<file path="src/design/icache_pkg.sv">
package icache_pkg;

   //////////////////////////////////////////////////
   // Line geometry
   //////////////////////////////////////////////////

   // Beats per refill burst, one word each
   localparam int LINE_WORDS = 8;

   //////////////////////////////////////////////////
   // Address and data types
   //////////////////////////////////////////////////

   typedef logic [31:0] addr_t;
   typedef logic [31:0] word_t;

   // Address fields: tag 31..12, index 11..5, offset 4..2
   typedef logic [19:0] tag_t;
   typedef logic [6:0]  index_t;
   typedef logic [2:0]  offset_t;

   // Word k sits in bits [32*k +: 32]
   typedef logic [LINE_WORDS*32-1:0] line_t;

   // Way number, also one LRU entry
   typedef logic way_t;

   typedef enum logic [2:0] {
      ST_IDLE,
      ST_LOOKUP,
      ST_ADDR,
      ST_REFILL,
      ST_WRITE
   } ctrl_state_t;

endpackage

</file>
<file path="src/design/icache_fill_buffer.sv">
`timescale 1ns/1ns

module icache_fill_buffer (
   input  logic                clk,
   input  logic                reset,
   input  logic                i_start,
   input  icache_pkg::offset_t i_start_offset,
   input  icache_pkg::word_t   i_rdata,
   input  logic                i_rvalid,
   input  logic                i_rlast,
   output icache_pkg::line_t   o_line,
   output logic                o_crit_valid,
   output icache_pkg::word_t   o_crit_word,
   output logic                o_done
);
   import icache_pkg::*;

   localparam int WORD_BITS = $bits(word_t);

   offset_t beat_cnt;
   logic    active;
   logic    crit_pending;
   logic    beat;
   line_t   line_q;

   // Beats only count between start and the last beat
   assign beat = active & i_rvalid;

   //////////////////////////////////////////////////
   // Wrapping beat counter and status
   //////////////////////////////////////////////////
   always_ff @(posedge clk) begin
      if (reset) begin
         beat_cnt     <= '0;
         active       <= 1'b0;
         crit_pending <= 1'b0;
         o_crit_valid <= 1'b0;
         o_done       <= 1'b0;
      end else begin
         o_crit_valid <= beat & crit_pending;
         o_done       <= beat & i_rlast;
         if (i_start) begin
            beat_cnt     <= i_start_offset;
            active       <= 1'b1;
            crit_pending <= 1'b1;
         end else if (beat) begin
            beat_cnt     <= beat_cnt + 3'd1;  // wraps modulo eight
            crit_pending <= 1'b0;
            if (i_rlast) begin
               active <= 1'b0;
            end
         end
      end
   end

   // Line assembly; first beat is the critical word
   always_ff @(posedge clk) begin
      if (beat) begin
         line_q[beat_cnt*WORD_BITS +: WORD_BITS] <= i_rdata;
         if (crit_pending) begin
            o_crit_word <= i_rdata;
         end
      end
   end

   assign o_line = line_q;

endmodule

</file>
<file path="config.mk">
export PLATFORM = sky130hd
export DESIGN_NAME = icache_fill_buffer
export DESIGN_NICKNAME = d
export VERILOG_FILES = /design/src/design/icache_pkg.sv /design/src/design/icache_fill_buffer.sv
export SDC_FILE = /design/constraint.sdc
export NUM_CORES = 1
export LEC_CHECK = 0
export BUFFER_PORTS_ARGS = -buffer_cell sky130_fd_sc_hd__buf_2
export CORE_MARGIN = 4
export CORE_UTILIZATION = 49
export CTS_BUF_LIST = sky130_fd_sc_hd__clkbuf_4 sky130_fd_sc_hd__clkbuf_8 sky130_fd_sc_hd__clkbuf_16
export CTS_CLUSTER_SIZE = 14
export DETAILED_ROUTE_END_ITERATION = 8
export PLACE_DENSITY_LB_ADDON = 0.2
export SETUP_SLACK_MARGIN = 0.4
export SLEW_MARGIN = 40
export SYNTH_ARGS = -nofsm -noshare
export SYNTH_HDL_FRONTEND = slang
export SYNTH_SLANG_ARGS = --single-unit
</file>
<file path="constraint.sdc">
create_clock -name clk -period 6 [get_ports clk]
set_clock_uncertainty 0.05 [all_clocks]
set_input_delay 1.5 -clock clk [delete_from_list [all_inputs] [get_ports clk]]
set_output_delay 1.5 -clock clk [all_outputs]
set_load 0.05 [all_outputs]
</file>
# Word-level counts from Yosys, hierarchy flattened
# Cells that the tools add are included.
# classes
addsub	2
mul	0
div_mod_pow	0
order_cmp	0
eq_ne	0
n_shift	2
mux	8
bitwise	3
reduce_logical	4
# op_table
cell	count
256-bit bitwise mux	1
32-bit by 34-bit variable shift with 256-bit output (first input constant)	1
32-bit by 34-bit variable part select with 256-bit output	1
8-bit negation with 34-bit output	1
3-bit two-way mux	2
1-bit two-way mux	5
2-bit AND reduction	2
2-bit nonzero test	2
3-bit by 1-bit adder with 3-bit output (second input constant)	1
1-bit bitwise AND	3
# word_totals
reg_bits	295
latchBits	0
mem_bits_rw	0
rom_bits	0
inputBits	40
out_inout_bits	290
word_cells	26
mem_count	0

# Logic depth before layout (Yosys ltp)
# Gate-level depths: netlist of the first run.
# logic_depth
ltp_word	3
mapped_depth	10

# Worst setup path before layout of the first run
# OpenSTA, ideal clock, no wires.
# synth_path
path_type	input port to flip-flop
startpoint	input i_rvalid
endpoint	register line_q[128] (netlist: o_line[128]), enable pin
arrival_ps	5001
t_required_ps	5448
path_slack_ps	447
path_stages	3
path_buffers	1
cell_sequence	buf_2 nand3b_1 nor4_1
# synth_between
elab_chain_len	1
# synth_lines
element	line_no	rtl
from (decl)	icache_fill_buffer.sv:9	input logic i_rvalid,
1-bit bitwise AND	icache_fill_buffer.sv:27	assign beat = active & i_rvalid;
to (signal, indexed assignment)	icache_fill_buffer.sv:59	line_q[beat_cnt*WORD_BITS +: WORD_BITS] <= i_rdata;
to (decl)	icache_fill_buffer.sv:24	line_t line_q;
# No other way between the ends.
# A chain may end at the register's enable or synchronous reset.

==> reports/results.md, run 1 <==
| Metric | Value |
|:---|:---|
| Run status | completed |
| Area taken by flip-flops and latches | 8790 um2 |
| Final period utilization | 55.1% |
| Number of buffers added by the clock tree synthesis step | 30 |
| Count of max-cap constraint violations | 0 |
| Cell Area, Synth | 11,200 um2 |
| First element of the critical path | beat_cnt[0]$_SDFFE_PP0P_ |
| Area occupied by multi-input gates | 2010 um2 |
| Min cycle time layout | 3.31 ns |
| Worst hold start | crit_pending$_SDFFE_PP0P_ |
| Pin count of the biggest net entering global routing | 100 |
| Clock transition at the registers of the reported paths | 0.07 ns |
| Cell-by-cell listing of the critical path | inv_2 -> ha_1 -> ha_1 -> nand2b_4 -> nor4_2 -> buf_4 |
| DIE AREA | 25,400 um2 |
| Largest stage delay, worst path | 0.57 ns |
| Leading area contributor after synthesis | sky130_fd_sc_hd__edfxtp_1 |
| Nets | 1,075 |
| Startpoint of the lowest-slack register-to-register path | beat_cnt[0]$_SDFFE_PP0P_ |
| Clk pwr share | 41.3% |
| Sequential cell fraction of total power | 49.5% |
| Static Leakage | 0.00476 uW |
| CTS tree | built |
| Number of DRC markers after the initial detailed-route iteration | 605 |
| Number of unique standard cell types used by synthesis | 32 |
| Category of the worst setup path capture point | register |
| Number of setup violations in the final report | 0 |
| Switching power of the nets | 1120 uW |
| Vias in the first global route | 7,627 |
| Cell with the largest stage delay on the worst path | sky130_fd_sc_hd__inv_2 |
| Initial Utilization | 49.7% |
| Cells taking the most area after synthesis | sky130_fd_sc_hd__edfxtp_1, sky130_fd_sc_hd__nor3_1, sky130_fd_sc_hd__nor4_1 |
| Power density normalized to cell area | 326 nW/um2 |
| Internal power component | 3480 uW |
| RSZ-0062 raised after global routing | no |
| Top-level I/O count | 330 |
| Cells resized by post-CTS repair | 0 |
| Worst max-slew margin expressed relative to the limit | 45.5% |
| Total Wirelength | 34,400 um |
| Worst-path maximum fanout | 66 |
| Part of the Yosys area used for sequential elements | 78.3% |
| Die extent in y | 159 um |
| Clock Sink Count | 295 |
| Depth of the CTS H-tree | 1 |
| Arrival time of data at the critical path endpoint | 3.44 ns |
| Fraction of the core area covered by cells at the end of the flow | 62.5% |
| Mapped Avg Cell Area | 15.5 um2 |
| Number of core rows | 55 |
| DRT antenna net count | 0 |
| DP Wirelength | 22,500 um |
| Placer congestion estimate | 0.817 |
| Buffers on Ports | 329 |
| Tightest Pin Transition | 0.817 ns |
| Layout Cell Area excl Fill | 14,100 um2 |
| Timing-limited maximum frequency | 0.302 GHz |
| Sum Neg Setup Slack | 0 ns |
| Pre-antenna DRT Iters | 7 |
| Count of buffers added by post-CTS timing repair for setup | 0 |
| Cell area reported after detailed placement | 13,100 um2 |
| Remaining global-route overflow | 0 |
| Kind of path behind the tightest hold check | reg -> reg |
| Startpoint kind of the worst setup timing path | register |
| Critical path required time | 6.13 ns |
| Area of the placeable core | 22,600 um2 |
| Number of warning messages in the yosys log | 0 |
| Global-route wire length before repair | 50,300 um |
| Cell at the root of the clock tree | sky130_fd_sc_hd__clkbuf_16 |
| DR vias | 7,727 |
| Switching power share of the total | 24.3% |
| Die width | 159 um |
| Vias per cell | 5.77 |
| Number of antenna violations at the first check in global routing | 0 |
| Worst setup path class | reg -> reg |
| Combinational share of power | 9.2% |
| Worst path most repeated cell | sky130_fd_sc_hd__ha_1 |
| DRC violation count after routing | 0 |
| Share of cells above drive strength 1 | 40.6% |
| Insertion delay to the later sink of the worst-skew pair | 0.54 ns |
| Clock buffer depth | 3 |
| Synthesized instance count | 725 |
| #FFs+latches synth | 295 |
| Synth-to-layout area growth | 25.7% |
| Filler cell count | 1,793 |
| Post-synthesis net count | 769 |
| Final antenna diode count | 0 |
| Peak supply drop | 0.181 mV |
| Total of hold buffers inserted after clock tree synthesis | 0 |
| Area share of the largest cell type after synthesis | 77.0% |
| Hold Violations, Final | 0 |
| Max Transition Viols Final | 0 |
| GRT Overall Usage | 26.1% |
| Routed len/inst | 25.7 um |
-- routing by layer --
layer / GRT usage (%) / up-vias / share of wire, %
met2: 41.9 / 421 / 48
met4: 8.36 / 0 / 3.1
met5: 0 / - / 0
met1: 35.9 / 3816 / 40
met3: 6.16 / 67 / 9.3
li1: - / 3423 / -
-- synthesized netlist by cell type --
cell and n:
sky130_fd_sc_hd__a2111oi_0 1, sky130_fd_sc_hd__a21bo_2 4, sky130_fd_sc_hd__a21oi_1 2, sky130_fd_sc_hd__a311oi_1 3, sky130_fd_sc_hd__and3_1 2, sky130_fd_sc_hd__buf_1 5, sky130_fd_sc_hd__buf_2 24, sky130_fd_sc_hd__buf_4 1
sky130_fd_sc_hd__buf_6 10, sky130_fd_sc_hd__clkbuf_1 32, sky130_fd_sc_hd__dfxtp_1 7, sky130_fd_sc_hd__edfxtp_1 288, sky130_fd_sc_hd__ha_1 4, sky130_fd_sc_hd__inv_1 35, sky130_fd_sc_hd__inv_2 1, sky130_fd_sc_hd__nand2_1 2
sky130_fd_sc_hd__nand2b_1 2, sky130_fd_sc_hd__nand3_1 1, sky130_fd_sc_hd__nand3b_1 24, sky130_fd_sc_hd__nor2_1 22, sky130_fd_sc_hd__nor2_2 1, sky130_fd_sc_hd__nor2b_1 4, sky130_fd_sc_hd__nor3_1 134, sky130_fd_sc_hd__nor3_2 10
sky130_fd_sc_hd__nor3b_1 2, sky130_fd_sc_hd__nor4_1 98, sky130_fd_sc_hd__nor4_2 1, sky130_fd_sc_hd__o311ai_2 1, sky130_fd_sc_hd__or2_1 1, sky130_fd_sc_hd__or2_2 1, sky130_fd_sc_hd__or3_1 1, sky130_fd_sc_hd__or3b_1 1
-- placed cells by master, fill, tap and decap left out, types with 6 or more instances in the layout --
cell / count
sky130_fd_sc_hd__nor4_1: 95
sky130_fd_sc_hd__buf_4: 14
sky130_fd_sc_hd__nor3_2: 16
sky130_fd_sc_hd__buf_2: 329
sky130_fd_sc_hd__dfxtp_1: 7
sky130_fd_sc_hd__clkinv_1: 6
sky130_fd_sc_hd__nor3_1: 128
sky130_fd_sc_hd__clkbuf_16: 31
sky130_fd_sc_hd__edfxtp_1: 288
sky130_fd_sc_hd__nand3b_1: 24
sky130_fd_sc_hd__inv_1: 35
sky130_fd_sc_hd__clkinv_2: 7
sky130_fd_sc_hd__nor2_1: 22
-- power groups by stage --
| stage | combinational (uW) | sequential, uW | clock, uW |
|---|---|---|---|
| finish | 421 | 2270 | 1900 |
| global route | 449 | 2280 | 2010 |
| CTS | 415 | 2270 | 1930 |
| detailed placement | 415 | 2320 | 0 |
| global placement | 403 | 2320 | 0 |
| floorplan | 246 | 2370 | 0 |
-- metrics by stage --
stage          power, uW  hold slack, ns  std cells  setup WS, ns
6_report            4600           0.460       1340          2.69
4_1_cts             4620           0.458       1339          2.70
5_1_grt             4730           0.476       1340          2.49
2_1_floorplan       2610           0.407        725         0.447
3_3_place_gp        2720           0.426       1282          2.77
3_5_place_dp        2730           0.450       1283          2.72
-- final cells by class --
| class | count | share of cell area [%] |
|---|---|---|
| multi-input cells | 322 | 14.2 |
| clock buffers | 36 | 5.77 |
| inverters | 36 | 0.958 |
| well taps | 285 | 2.53 |
| flip-flops and latches | 295 | 62.3 |
| clock inverters | 20 | 1.42 |
| repair buffers | 346 | 12.8 |
-- final timing paths --
| kind | slack (ns) | cells after the start | endpoint |
|---|---|---|---|
| setup reg to reg | 2.69 | 6 | o_line[193]$_DFFE_PP_ |
| hold reg to reg | 0.46 | 1 | o_crit_valid$_SDFF_PP0_ |
| hold / removal | 0.46 | 1 | o_crit_valid$_SDFF_PP0_ |
| setup / recovery | 2.69 | 6 | o_line[193]$_DFFE_PP_ |
-- flip-flops by register name, summed over array words and instances, names as in the netlist --
register	flops
active	1
o_crit_valid	1
crit_pending	1
o_done	1
o_crit_word	32
o_line	256
beat_cnt	3
-- worst max-delay path, delay by kind of cell, from the launching register on --
kind,cells,cell delay (ns)
and+or+nand+nor,2,0.90
adders and majority gates,2,0.62
buffers and inverters,2,1.01
DFF,1,0.32
-- cells by family (layout without fill, tap and decap cells) --
kind of cell | Yosys count | in the layout | synth area share, %
compound gates | 11 | 11 | 0.903
buf+inv | 108 | 438 | 4.58
fa+ha+maj | 4 | 4 | 0.446
simple gates | 307 | 307 | 15.8
flops | 295 | 295 | 78.3
Power figures use the tool's default switching activity.
==> run 2: changes to the inputs <==
Clock period 6 ns to 3.3 ns, I/O delays scaled along.
==> run 2 against run 1 <==
Cell area increased by 0.32%. Wire length increased by 0.24%. Combinational power increased by 91%. Via count increased by 0.48%. Register-to-register slack got worse by 1.9 ns. Global-route usage increased by 0.27 points. Critical path type unchanged.
==> reports/results.md, run 2 (synthesis results as in run 1) <==
| Metric | Value | Delta |
|:---|:---|:---|
| Category of the worst setup path capture point | register |  |
| Run status | completed |  |
| Peak supply drop | 0.491 mV | +170% |
| Count of max-cap constraint violations | 0 | unchanged |
| Switching power of the nets | 2010 uW | +80% |
| Final Total Pwr | 8030 uW | +75% |
| Worst Setup Slack, final | 0.744 ns | -1.95 ns |
| Insertion delay to the later sink of the worst-skew pair | 0.54 ns | about the same |
| Final antenna diode count | 0 | unchanged |
| Buffers on Ports | 329 | unchanged |
| Critical path required time | 3.50 ns | -2.63 ns |
| Register-to-register setup slack | 0.74 ns | -1.95 ns |
| Die extent in y | 159 um | unchanged |
| Nets | 1,081 | +0.56% |
| Remaining global-route overflow | 0 | unchanged |
| Worst max-slew margin expressed relative to the limit | 55.9% | +10 points |
| Combinational share of power | 10.0% | +0.8 points |
| Routed len/inst | 25.6 um | about the same |
| Final period utilization | 77.5% | +22 points |
| Startpoint kind of the worst setup timing path | register |  |
| Worst-path maximum fanout | 41 | -38% |
| Clock transition at the registers of the reported paths | 0.06 ns | about the same |
| Number of setup violations in the final report | 0 | unchanged |
| Number of buffers added by the clock tree synthesis step | 29 | -3.3% |
| Global-route wire length before repair | 50,900 um | +1.2% |
| Sequential cell fraction of total power | 51.5% | +2.0 points |
| Depth of the CTS H-tree | 1 | unchanged |
| Clock buffer depth | 3 | unchanged |
| Static Leakage | 0.00478 uW | +0.50% |
| Tightest Pin Transition | 0.661 ns | -0.156 ns |
| RSZ-0062 raised after global routing | no |  |
| Pre-antenna DRT Iters | 7 | unchanged |
| Switching power share of the total | 25.1% | +0.79 points |
| Arrival time of data at the critical path endpoint | 2.75 ns | -0.69 ns |
| Worst path most repeated cell | sky130_fd_sc_hd__ha_4 |  |
| Clock Sink Count | 295 | unchanged |
| Hold Violations, Final | 0 | unchanged |
| Filler cell count | 1,716 | -4.3% |
| Worst setup slack before clock tree synthesis | 0.749 ns | -1.97 ns |
| Internal power component | 6020 uW | +73% |
| Kind of path behind the tightest hold check | in -> reg |  |
| Power density normalized to cell area | 568 nW/um2 | +74% |
| Number of antenna violations at the first check in global routing | 0 | unchanged |
| DP Wirelength | 22,900 um | +2.0% |
| Worst setup path class | reg -> reg |  |
| Cells resized by post-CTS repair | 0 | unchanged |
| Largest stage delay, worst path | 0.55 ns | -0.02 ns |
| GRT Overall Usage | 26.4% | +0.27 points |
| Cell-by-cell listing of the critical path | inv_1 -> ha_4 -> ha_4 -> nand2b_4 -> buf_4 -> nor4_1 |  |
| Total of hold buffers inserted after clock tree synthesis | 0 | unchanged |
| Top-level I/O count | 330 | unchanged |
| DR vias | 7,764 | +0.48% |
| Initial Utilization | 49.7% | unchanged |
| Number of DRC markers after the initial detailed-route iteration | 736 | +22% |
| Vias per cell | 5.78 | +0.18% |
| Die width | 159 um | unchanged |
| Placer congestion estimate | 0.781 | -4.5% |
| Max Transition Viols Final | 0 | unchanged |
| Commonest non-fill, non-tap cell in the layout | sky130_fd_sc_hd__buf_2 |  |
| DRT antenna net count | 0 | unchanged |
| Pin count of the biggest net entering global routing | 84 | -16% |
| Total Wirelength | 34,500 um | +0.24% |
| Area of the placeable core | 22,600 um2 | unchanged |
| Sum Neg Setup Slack | 0 ns | unchanged |
| Highest-count cells in the layout ignoring fill and taps | sky130_fd_sc_hd__buf_2, sky130_fd_sc_hd__edfxtp_1, sky130_fd_sc_hd__nor3_1, sky130_fd_sc_hd__nor4_1, sky130_fd_sc_hd__inv_1 |  |
| Number of flip-flops in the largest register | 256 | unchanged |
| DIE AREA | 25,400 um2 | unchanged |
| Clk pwr share | 38.5% | -2.8 points |
| CTS tree | built |  |
| Vias in the first global route | 7,678 | +0.67% |
| Number of core rows | 55 | unchanged |
| DRC violation count after routing | 0 | unchanged |
| Synth-to-layout area growth | 26.1% |  |
| Cell at the root of the clock tree | sky130_fd_sc_hd__clkbuf_16 |  |
| Share of cells above drive strength 1 | 40.9% | +0.32 points |
| Cell with the largest stage delay on the worst path | sky130_fd_sc_hd__dfxtp_1 |  |
| Min cycle time layout | 2.56 ns | -0.753 ns |
| Timing-limited maximum frequency | 0.391 GHz | +29% |
| Count of buffers added by post-CTS timing repair for setup | 0 | unchanged |
[run 2: cell count changes in the layout (fill, tap and decap cells not counted), sizes merged]
| cell | change |
|---|---|
| buf | +7 |
| bufinv | -3 |
| clkbuf | -2 |
| clkinv | +1 |
| clkinvlp | +1 |
[run 2: layout make-up]
cell class / count / area [um2] / share of cell area (%)
tap: 285 / 357 / 2.52
multi-input combinational: 322 / 2090 / 14.8
sequential: 295 / 8790 / 62.1
clock buffer: 34 / 763 / 5.39
inverter: 36 / 140 / 0.990
timing repair buffer: 353 / 1880 / 13.3
clock inverter: 19 / 128 / 0.902
[run 2: power groups by stage]
stage / logic, uW / registers (uW) / clock network, uW
3_3_place_gp: 769 / 4220 / 0
3_5_place_dp: 799 / 4210 / 0
5_1_grt: 852 / 4140 / 3310
6_report: 803 / 4140 / 3090
2_1_floorplan: 486 / 4300 / 0
4_1_cts: 800 / 4140 / 3130
[run 2: worst paths after layout]
check | depth (start not counted) | end | start
max | 6 | o_line[196]$_DFFE_PP_ | beat_cnt[1]$_SDFFE_PP0P_
min | 1 | o_crit_word[7]$_DFFE_PP_ | i_rdata[7]
min reg2reg | 1 | o_crit_valid$_SDFF_PP0_ | crit_pending$_SDFFE_PP0P_
max reg2reg | 6 | o_line[196]$_DFFE_PP_ | beat_cnt[1]$_SDFFE_PP0P_
[run 2: routing by layer]
metal | share of wire [%] | wire length [um] | GRT usage [%] | vias up
met3 | 9.4 | 3240 | 7.40 | 53
met2 | 48 | 16700 | 42.4 | 427
met4 | 2.7 | 920 | 7.89 | 0
met5 | 0 | 0 | 0 | -
met1 | 40 | 13600 | 35.6 | 3842
li1 | - | - | - | 3442
[run 2: metrics by stage]
stage               instance area (um2)  utilization (%)  instances  hold WS, ns
global placement                  13200             58.4       1288        0.426
floorplan                         11400                -        725        0.407
global route                      14100             62.7       1344        0.411
detailed placement                13300             58.7       1291        0.427
CTS                               14100             62.7       1344        0.408
finish                            14100             62.7       1344        0.434
[run 2: worst max-delay path, delay by kind of cell, from the launching register on]
kind / cells / cell delay [ns]
and+or+nand+nor: 2 / 0.47
DFF: 1 / 0.55
buffers and inverters: 2 / 0.63
adders and majority gates: 2 / 0.51
