## src/design/icache_pkg.sv

```systemverilog
package icache_pkg;

   //////////////////////////////////////////////////
   // Line geometry
   //////////////////////////////////////////////////

   // Beats per refill burst, one word each
   localparam int LINE_WORDS = 8;

   //////////////////////////////////////////////////
   // Address and data types
   //////////////////////////////////////////////////

   typedef logic [31:0] addr_t;
   typedef logic [31:0] word_t;

   // Address fields: tag 31..12, index 11..5, offset 4..2
   typedef logic [19:0] tag_t;
   typedef logic [6:0]  index_t;
   typedef logic [2:0]  offset_t;

   // Word k sits in bits [32*k +: 32]
   typedef logic [LINE_WORDS*32-1:0] line_t;

   // Way number, also one LRU entry
   typedef logic way_t;

   typedef enum logic [2:0] {
      ST_IDLE,
      ST_LOOKUP,
      ST_ADDR,
      ST_REFILL,
      ST_WRITE
   } ctrl_state_t;

endpackage

```

## src/design/icache_ctrl.sv

```systemverilog
`timescale 1ns/1ns

module icache_ctrl (
   input  logic                clk,
   input  logic                reset,
   // Processor request
   input  logic                i_read,
   input  icache_pkg::addr_t   i_addr,
   // From the stores and fill buffer
   input  logic                i_hit,
   input  icache_pkg::word_t   i_store_rddata,
   input  logic                i_crit_valid,
   input  icache_pkg::word_t   i_crit_word,
   input  logic                i_fill_done,
   input  logic                i_arready,
   // Store lookup
   output icache_pkg::index_t  o_rd_index,
   output icache_pkg::offset_t o_rd_offset,
   output logic                o_lookup,
   output icache_pkg::tag_t    o_lookup_tag,
   // Refill control
   output logic                o_fill_start,
   output icache_pkg::offset_t o_fill_offset,
   output logic                o_line_wr,
   output icache_pkg::index_t  o_wr_index,
   // Processor response
   output icache_pkg::word_t   o_rddata,
   output logic                o_valid,
   output logic                o_busy,
   // Burst read request
   output icache_pkg::addr_t   o_araddr,
   output logic                o_arvalid
);
   import icache_pkg::*;

   ctrl_state_t state;
   addr_t       addr_q;
   logic        idle;

   assign idle = (state == ST_IDLE);

   // Request address, held for the whole transaction
   always_ff @(posedge clk) begin
      if (idle && i_read) begin
         addr_q <= i_addr;
      end
   end

   //////////////////////////////////////////////////
   // Lookup / refill FSM
   //////////////////////////////////////////////////
   always_ff @(posedge clk) begin
      if (reset) begin
         state <= ST_IDLE;
      end else begin
         case (state)
            ST_IDLE: begin
               if (i_read) begin
                  state <= ST_LOOKUP;
               end
            end
            ST_LOOKUP: begin
               state <= i_hit ? ST_IDLE : ST_ADDR;
            end
            ST_ADDR: begin
               if (i_arready) begin
                  state <= ST_REFILL;
               end
            end
            ST_REFILL: begin
               if (i_fill_done) begin
                  state <= ST_WRITE;
               end
            end
            ST_WRITE: begin
               state <= ST_IDLE;
            end
            default: begin
               state <= ST_IDLE;
            end
         endcase
      end
   end

   // Stores read from the incoming address while idle
   assign o_rd_index   = idle ? i_addr[11:5] : addr_q[11:5];
   assign o_rd_offset  = idle ? i_addr[4:2] : addr_q[4:2];
   assign o_lookup     = (state == ST_LOOKUP);
   assign o_lookup_tag = addr_q[31:12];

   // Fill buffer is armed on the miss, before the burst goes out
   assign o_fill_start  = o_lookup & ~i_hit;
   assign o_fill_offset = addr_q[4:2];
   assign o_line_wr     = (state == ST_WRITE);
   assign o_wr_index    = addr_q[11:5];

   // Critical word first
   assign o_araddr  = {addr_q[31:2], 2'b00};
   assign o_arvalid = (state == ST_ADDR);

   assign o_valid  = (o_lookup & i_hit) | ((state == ST_REFILL) & i_crit_valid);
   assign o_rddata = (state == ST_REFILL) ? i_crit_word : i_store_rddata;
   assign o_busy   = ~idle;

endmodule

```

## config.mk

```make
export PLATFORM = sky130hd
export DESIGN_NAME = icache_ctrl
export DESIGN_NICKNAME = d
export VERILOG_FILES = /design/src/design/icache_pkg.sv /design/src/design/icache_ctrl.sv
export SDC_FILE = /design/constraint.sdc
export NUM_CORES = 1
export LEC_CHECK = 0
export BUFFER_PORTS_ARGS = -buffer_cell sky130_fd_sc_hd__buf_2
export CAP_MARGIN = 0
export CORE_ASPECT_RATIO = 0.6
export CORE_MARGIN = 10
export CORE_UTILIZATION = 39
export CTS_BUF_LIST = sky130_fd_sc_hd__clkbuf_8
export CTS_CLUSTER_DIAMETER = 60
export DETAILED_ROUTE_END_ITERATION = 10
export GPL_TIMING_DRIVEN = 0
export PLACE_DENSITY = 0.87
export SLEW_MARGIN = 10
export SYNTH_ARGS = -nofsm -noshare
export SYNTH_HDL_FRONTEND = slang
export SYNTH_SLANG_ARGS = --single-unit
```

## constraint.sdc

```tcl
create_clock -name clk -period 3.41 [get_ports clk]
set_clock_uncertainty 0.05 [all_clocks]
set_input_delay 0.341 -clock clk [delete_from_list [all_inputs] [get_ports clk]]
set_output_delay 0.341 -clock clk [all_outputs]
set_load 0.03 [all_outputs]
```

=== Word level (Yosys, flattened, before mapping) ===
Cells that the tools add are included.

* Equality and inequality tests: 7
* Muxes and demuxes: 8
* Bitwise gates (word level): 6
* Reduce and logical (&&, ||, !) cells: 3

{| class="wikitable"
|+ Operators with widths
! operator !! number
|-
| 2-to-1 mux 32 bit || 1
|-
| 2-to-1 mux 3 bit || 4
|-
| case mux 3 bit (4 select lines) || 1
|-
| 2-to-1 mux 7 bit || 1
|-
| equality test 3 x 2 -> 1 bit, second input constant || 2
|-
| inequality test 2 bit, second input constant || 3
|-
| bitwise AND 1 bit || 3
|-
| equality test 3 x 1 -> 1 bit, second input constant || 1
|-
| equality test 3 bit, second input constant || 1
|-
| logical NOT 3 bit || 1
|-
| AND reduction 3 bit || 1
|-
| 2-to-1 mux 2 bit || 1
|-
| NOT 1 bit || 2
|-
| logical AND 1 bit || 1
|-
| bitwise OR 1 bit || 1
|}

* Flip-flop bits (word level): 35
* Input port bits: 103
* Output and inout port bits: 110
* Logic and storage cells: 26

=== Depth between registers and ports, before layout ===
Gate-level depths: netlist of run 1.

* Word-level depth: 3
* Depth in mapped cells: 5
* Depth with buffers taken out: 3

=== Worst setup path before layout of run 1 ===
OpenSTA, ideal clock, no wires.

* Kind: reg2reg
* Start: register state[0]
* End: register addr_q[10] (enable)
* Setup time: 0.390 ns
* Arrival time: 1.590 ns
* Required time: 2.970 ns
* Slack: 1.380 ns
* Stages on the path, launching flop included: 5
* Path buffers: 2
* Period minus slack after synthesis: 2.030 ns
* Cell sequence: dfxtp_1 -> buf_4 -> nor3_4 -> buf_4 -> and2_1

* Word-level cells in the longest chain between the ends: 2

{| class="wikitable"
|+ RTL lines
! element !! line !! RTL
|-
| start: declaration || icache_ctrl.sv:36 || <nowiki>ctrl_state_t state;</nowiki>
|-
| start signal: assignment || icache_ctrl.sv:63 || <nowiki>state <= i_hit ? ST_IDLE : ST_ADDR;</nowiki>
|-
| logical NOT 3 bit || icache_ctrl.sv:40 || <nowiki>assign idle = (state == ST_IDLE);</nowiki>
|-
| logical AND 1 bit || icache_ctrl.sv:44 || <nowiki>if (idle && i_read) begin</nowiki>
|-
| end signal: assignment || icache_ctrl.sv:45 || <nowiki>addr_q <= i_addr;</nowiki>
|-
| end: declaration || icache_ctrl.sv:37 || <nowiki>addr_t addr_q;</nowiki>
|}

Every way passes these cells.
A chain may end at the register's enable or synchronous reset.

=== Worst setup path after layout of run 1 ===
* Start: register state[2]
* End: output o_rddata[13]

* Word-level cells in the longest chain between the ends: 2

{| class="wikitable"
|+ RTL lines
! element !! line !! RTL
|-
| equality test 3 x 2 -> 1 bit || icache_ctrl.sv:102 || <nowiki>assign o_rddata = (state == ST_REFILL) ? i_crit_word : i_store_rddata;</nowiki>
|-
| 2-to-1 mux 32 bit || icache_ctrl.sv:102 ||
|-
| end: declaration || icache_ctrl.sv:27 || <nowiki>output icache_pkg::word_t o_rddata,</nowiki>
|}

Every way passes these cells.

==> results.sh, run 1 <==
export IMPL_hp_start="i_addr[26]"
export IMPL_grt_pass1_wl_mm=10.3
export IMPL_synthCells=133
export IMPL_timing_fmax_mhz=473
export IMPL_status="complete, no violations"
export IMPL_setup_viol=0
export IMPL_final_min_clock_period_ps=2110
export IMPL_antenna_found_initial=0
export IMPL_insertedDiodeCount=0
export IMPL_gr_total_overflow=0
export IMPL_hp_class="primary input to register"
export IMPL_crit_required_ps=3020
export IMPL_max_stage_delay_ps=490
export IMPL_switching_share=0.368
export IMPL_synthDistinctLibCells=22
export IMPL_r2r_end="addr_q[30]$_DFFE_PP_"
export IMPL_numClockSinks=33
export IMPL_drt_iter0_markers=44
export IMPL_syn_area_per_cell_um2=15.1
export IMPL_comb_power_share=0.413
export IMPL_place_hpwl_mm=6.40
export IMPL_syn_area_mm2=0.00201
export IMPL_layout_drive_gt1_share=0.851
export IMPL_wl_met3_um=741
export IMPL_ys_warn_count=0
export IMPL_drcViolationCount=0
export IMPL_worstPathCellList="nand3b_4 -> buf_12 -> mux2_4 -> buf_2"
export IMPL_stdcell_area_mm2=0.00322
export IMPL_postCtsSetupBuffers=0
export IMPL_r2r_slack_ps=1430
export IMPL_rr_worst_depth=4
export IMPL_wl_per_cell_um=17.2
export IMPL_path_max_fanout=10
export IMPL_drt_pre_antenna_iters=4
export IMPL_whs_path_depth=1
export IMPL_reg2reg_from="state[0]$_SDFFE_PP0P_"
export IMPL_io_pin_count=213
export IMPL_htreeDepth=2
export IMPL_clockPowerShare=0.205
export IMPL_root_buffer="clkbuf_8"
export IMPL_start_util=0.399
export IMPL_grt_max_degree=31
export IMPL_synthTopCellsByArea="edfxtp_1 (45%), mux2_4 (21%), buf_4 (13%)"
export IMPL_routed_wl_mm=7.15
export IMPL_gp_congestion=0.703
export IMPL_die_area_mm2=0.00851
export IMPL_nFillCells=432
export IMPL_wl_met1_mm=2.53
export IMPL_cts_hold_buffers=0
export IMPL_rsz0062_at_grt="false"
export IMPL_ys_seq_area_frac=0.479
export IMPL_instances_no_fill=416
export IMPL_dieWidth_um=113
export IMPL_ant_nets=0
export IMPL_p_sw_mw=0.482
export IMPL_final_nets=452
export IMPL_final_cell_mix="buf_2 (208), buf_4 (35), edfxtp_1 (30)"
export IMPL_cts_clk_slew_worst_paths_ps=60
export IMPL_hold_viol=0
export IMPL_grt_use_total=0.150
export IMPL_synth_top_cell_by_area="edfxtp_1"
export IMPL_worst_pin_slew_ps=700
export IMPL_max_cap_viol_count=0
export IMPL_seqPwrFrac=0.381
export IMPL_portBuffers=208
export IMPL_drt_vias_per_instance=4.46
export IMPL_power_internal_mw=0.828
export IMPL_coreArea_mm2=0.00503
export IMPL_crit_type="register to output port"
export IMPL_irDropWorstVdd_mv=0.364
export IMPL_numCtsBuffers=5
export IMPL_post_dp_cell_area_mm2=0.00314
export IMPL_cp_end_kind="output port"
export IMPL_cpMaxStageDelayCell="dfxtp_1"
export IMPL_cts_tree="yes"
export IMPL_worstHoldEndpoint="addr_q[26]$_DFFE_PP_"
export IMPL_die_height_um=75.6
export IMPL_fin_crit_sh=0.619
export IMPL_cp_top_family="flip-flops"
export IMPL_cts_buffer_depth=2
export IMPL_cts_resized=0
export IMPL_highest_layer="met4"
export IMPL_power_leakage_nw=1.80
export IMPL_cp_buffers_inverters=2
export IMPL_relSlewSlack=0.533
export IMPL_fin_tns_setup_ps=0
export IMPL_dpl_cell_count=408
export IMPL_vias=1855
export IMPL_slew_viol_final=0
export IMPL_grt_pass1_vias=2040
export IMPL_multi_input_area_um2=722
export IMPL_clk_latency_ps=270
export IMPL_layout_commonest_cell="buf_2"
export IMPL_regArea_um2=961
export IMPL_rows=20
export IMPL_synth_seq_cells=33
export IMPL_yosysTopAreaCellShare=0.449
export IMPL_wl_met2_mm=3.81
export IMPL_power_density_mw_per_mm2=407
export IMPL_arrival_ps=1720
export IMPL_area_delta_synth_final_pct=60.2
export IMPL_startpoint_type="register"
power by group through the flow:
| stage | Clock, mW | Sequential (mW) | Combinational, mW |
|---|---|---|---|
| CTS | 0.275 | 0.501 | 0.547 |
| detailed placement | 0 | 0.509 | 0.547 |
| finish | 0.269 | 0.499 | 0.541 |
| global route | 0.298 | 0.504 | 0.572 |
| floorplan | 0 | 0.565 | 0.313 |
| global placement | 0 | 0.507 | 0.536 |
cell usage after synthesis:
cell / instances
nand3b_4: 1
a2bb2oi_1: 1
a22o_1: 1
nor3b_1: 3
edfxtp_1: 30
nor2_1: 1
mux2_2: 14
nor3_4: 1
a2111oi_0: 1
buf_12: 3
and2_1: 1
dfxtp_1: 3
inv_1: 1
nor3_1: 2
a211oi_1: 1
nor2b_1: 1
nand2_1: 1
mux2_4: 28
conb_1: 1
nand2b_1: 2
inv_2: 1
buf_4: 35
logic make-up after synthesis:
family / Yosys count / share of synthesized area
simple gates: 13 / 0.0505
compound gates: 4 / 0.0168
flops: 33 / 0.479
buf+inv: 40 / 0.164
other cells: 1 / 0.00187
mux: 42 / 0.288
worst reg2reg max path, stage by stage (launching register included):
cell     delay [ps]
dfxtp_1         300
buf_4           160
nor3_4          240
buf_4           230
and2_2          630
per-layer routing:
layer	up-vias	GRT usage
met5	-	0
met4	0	0.0378
met3	6	0.0747
met2	108	0.277
met1	861	0.152
li1	880	-
area by class of cell:
cell class	instances	share of cell area
timing repair buffer	208	0.323
sequential	33	0.299
multi-input combinational	61	0.224
buffer	38	0.100
tap	66	0.0257
clock buffer	5	0.0214
clock inverter	3	0.00389
inverter	2	0.00233
stage by stage:
step / power, mW / util / hold WS, ps / setup slack, ps
global route: 1.37 / 0.640 / 169 / 1190
floorplan: 0.877 / - / 367 / 1380
finish: 1.31 / 0.640 / 191 / 1300
detailed placement: 1.06 / 0.623 / 469 / 978
CTS: 1.32 / 0.640 / 181 / 965
global placement: 1.04 / 0.623 / 468 / 1040
state kept, by name, summed over array words and instances, names as in the netlist:
signal  cells
state       3
addr_q     30
how the worst max path moves through the flow:
stage                     depth (start not counted)                    to                   from  slack (ps)
after floorplan                                   4  addr_q[10]$_DFFE_PP_  state[0]$_SDFFE_PP0P_        1380
after global placement                            4  addr_q[21]$_DFFE_PP_  state[0]$_SDFFE_PP0P_        1040
after detailed placement                          4  addr_q[21]$_DFFE_PP_  state[0]$_SDFFE_PP0P_         980
after CTS                                         4   addr_q[9]$_DFFE_PP_  state[0]$_SDFFE_PP0P_         960
after global routing                              5         o_rd_index[0]  state[0]$_SDFFE_PP0P_        1190
final                                             4          o_rddata[13]  state[2]$_SDFFE_PP0P_        1300
No activity file was read; power rests on OpenSTA's default activity.
==> run 2: changes to the inputs <==
--- a/config.mk
+++ b/config.mk
@@ -9,12 +9,12 @@
 export CAP_MARGIN = 0
 export CORE_ASPECT_RATIO = 0.6
 export CORE_MARGIN = 10
-export CORE_UTILIZATION = 39
+export CORE_UTILIZATION = 36
 export CTS_BUF_LIST = sky130_fd_sc_hd__clkbuf_8
 export CTS_CLUSTER_DIAMETER = 60
 export DETAILED_ROUTE_END_ITERATION = 10
 export GPL_TIMING_DRIVEN = 0
-export PLACE_DENSITY = 0.87
+export PLACE_DENSITY = 0.81
 export SLEW_MARGIN = 10
 export SYNTH_ARGS = -nofsm -noshare
 export SYNTH_HDL_FRONTEND = slang
==> constraint.sdc (replaced) <==
create_clock -name clk -period 2.05 [get_ports clk]
set_clock_uncertainty 0.05 [all_clocks]
set_input_delay 0.205 -clock clk [delete_from_list [all_inputs] [get_ports clk]]
set_output_delay 0.205 -clock clk [all_outputs]
set_load 0.03 [all_outputs]
==> run 2 against run 1 <==
  * Critical path type unchanged
  * Largest power group unchanged
  * Register-to-register slack worse by 1100 ps
  * Critical path depth rose by 1
  * Sequential power rose by 67%
  * Via count fell by 0.70%
  * Sequential share of layout area is essentially flat
  * Cell area about the same
  * Clock power is 67% higher
  * Critical endpoint is now o_rd_index[0]
  * Routed wire length grew 4.3%
  * First-iteration DRC count grew 41%
  * Count of clock-buffer cells in the layout stayed put
==> results.sh, run 2 (synthesis gave the netlist of run 1 again) <==
export IMPL_status="complete, no violations"
export IMPL_grt_pass1_wl_mm=11.1
export IMPL_rows=20
export IMPL_final_min_clock_period_ps=1970
export IMPL_die_height_um=77.9
export IMPL_grt_max_degree=31
export IMPL_setup_viol=0
export IMPL_clk_latency_ps=280
export IMPL_start_util=0.384
export IMPL_startpoint_type="register"
export IMPL_htreeDepth=2
export IMPL_drt_vias_per_instance=4.44
export IMPL_post_dp_cell_area_mm2=0.00314
export IMPL_power_internal_mw=1.38
export IMPL_max_cap_viol_count=0
export IMPL_top_regs="addr_q (30), state (3)"
export IMPL_postCtsSetupBuffers=0
export IMPL_holdWs_ps=44.2
export IMPL_drcViolationCount=0
export IMPL_nFillCells=452
export IMPL_whs_path_depth=1
export IMPL_root_buffer="clkbuf_8"
export IMPL_gp_congestion=0.741
export IMPL_fin_crit_sh=0.962
export IMPL_die_area_mm2=0.00906
export IMPL_worstPathCellList="buf_4 -> nor3_4 -> buf_6 -> mux2_2 -> buf_2"
export IMPL_cts_tree="yes"
export IMPL_layout_commonest_cell="buf_2"
export IMPL_vias=1842
export IMPL_grt_pass1_vias=2100
export IMPL_timing_fmax_mhz=507
export IMPL_portBuffers=208
export IMPL_hold_viol=0
export IMPL_cts_buffer_depth=2
export IMPL_numClockSinks=33
export IMPL_dieWidth_um=116
export IMPL_p_sw_mw=0.812
export IMPL_crit_required_ps=1790
export IMPL_dpl_cell_count=408
export IMPL_cpMaxStageDelayCell="mux2_2"
export IMPL_power_density_mw_per_mm2=679
export IMPL_stdcell_area_mm2=0.00322
export IMPL_seqPwrFrac=0.380
export IMPL_area_delta_synth_final_pct=60.3
export IMPL_max_stage_delay_ps=340
export IMPL_fin_tns_setup_ps=0
export IMPL_crit_type="register to output port"
export IMPL_cts_clk_slew_worst_paths_ps=70
export IMPL_rsz0062_at_grt="false"
export IMPL_place_hpwl_mm=6.65
export IMPL_wl_per_cell_um=18.0
export IMPL_numCtsBuffers=5
export IMPL_coreArea_mm2=0.00523
export IMPL_clockPowerShare=0.205
export IMPL_switching_share=0.371
export IMPL_drt_pre_antenna_iters=4
export IMPL_irDropWorstVdd_mv=0.359
export IMPL_insertedDiodeCount=0
export IMPL_arrival_ps=1720
export IMPL_io_pin_count=213
export IMPL_power_leakage_nw=1.80
export IMPL_rr_worst_depth=4
export IMPL_final_cell_mix="buf_2 (208), buf_4 (34), edfxtp_1 (30)"
export IMPL_drt_iter0_markers=62
export IMPL_final_nets=452
export IMPL_slew_viol_final=0
export IMPL_instances_no_fill=415
export IMPL_grt_use_total=0.154
export IMPL_antenna_found_initial=0
export IMPL_path_max_fanout=10
export IMPL_largest_reg_flops=30
export IMPL_gr_total_overflow=0
export IMPL_layout_drive_gt1_share=0.854
export IMPL_comb_power_share=0.414
export IMPL_multi_input_area_um2=723
export IMPL_regArea_um2=962
export IMPL_ant_nets=0
export IMPL_routed_wl_mm=7.46
export IMPL_hp_class="primary input to register"
export IMPL_finalPower_mw=2.19
export IMPL_regMostFlops="addr_q"
export IMPL_cp_end_kind="output port"
-- run 2: per-stage QoR --
step	setup slack (ps)	util
after floorplan	20.2	-
after global placement	-351	0.600
after detailed placement	-422	0.600
after CTS	17.2	0.614
after global routing	0.923	0.616
final	78.6	0.616
-- run 2: what timing repair did --
item / in CTS / in global routing
gates cloned: 0 / 0
pin swaps: 0 / 0
endpoints found under the setup margin: 30 / 67
hold buffers: 0 / 0
gates resized for setup: 1 / 3
-- run 2: worst max-delay path: cells and delay by family (launching register included) --
family	cells	cell delay, ps
buffers and inverters	3	530
muxes	1	340
and+or+nand+nor	1	260
DFF	1	300
-- run 2: cell type report --
| cell class | count | area share |
|---|---|---|
| timing repair buffer | 208 | 0.323 |
| sequential | 33 | 0.299 |
| multi-input combinational | 61 | 0.225 |
| buffer | 38 | 0.101 |
| tap | 66 | 0.0257 |
| clock buffer | 5 | 0.0214 |
| clock inverter | 2 | 0.00233 |
| inverter | 2 | 0.00233 |
-- run 2: final timing paths --
kind	start	end	slack, ps
min reg2reg	state[2]$_SDFFE_PP0P_	state[1]$_SDFFE_PP0P_	500
max	state[0]$_SDFFE_PP0P_	o_rd_index[0]	80
max reg2reg	state[0]$_SDFFE_PP0P_	addr_q[6]$_DFFE_PP_	320
min	i_addr[25]	addr_q[25]$_DFFE_PP_	40
-- run 2: power by group through the flow --
stage / clock (mW) / combinational [mW] / sequential [mW]
after floorplan: 0 / 0.520 / 0.939
after CTS: 0.459 / 0.913 / 0.834
after detailed placement: 0 / 0.910 / 0.849
after global placement: 0 / 0.895 / 0.846
final: 0.449 / 0.906 / 0.832
after global routing: 0.489 / 0.955 / 0.839
-- run 2: metal layers --
| metal | track usage | part of all wire | wire (um) | vias up |
|---|---|---|---|---|
| met1 | 0.140 | 0.33 | 2430 | 866 |
| met4 | 0.0435 | 0.014 | 104 | 0 |
| met2 | 0.306 | 0.56 | 4190 | 89 |
| met5 | 0 | 0 | 0 | - |
| li1 | - | - | - | 877 |
| met3 | 0.0630 | 0.097 | 727 | 10 |
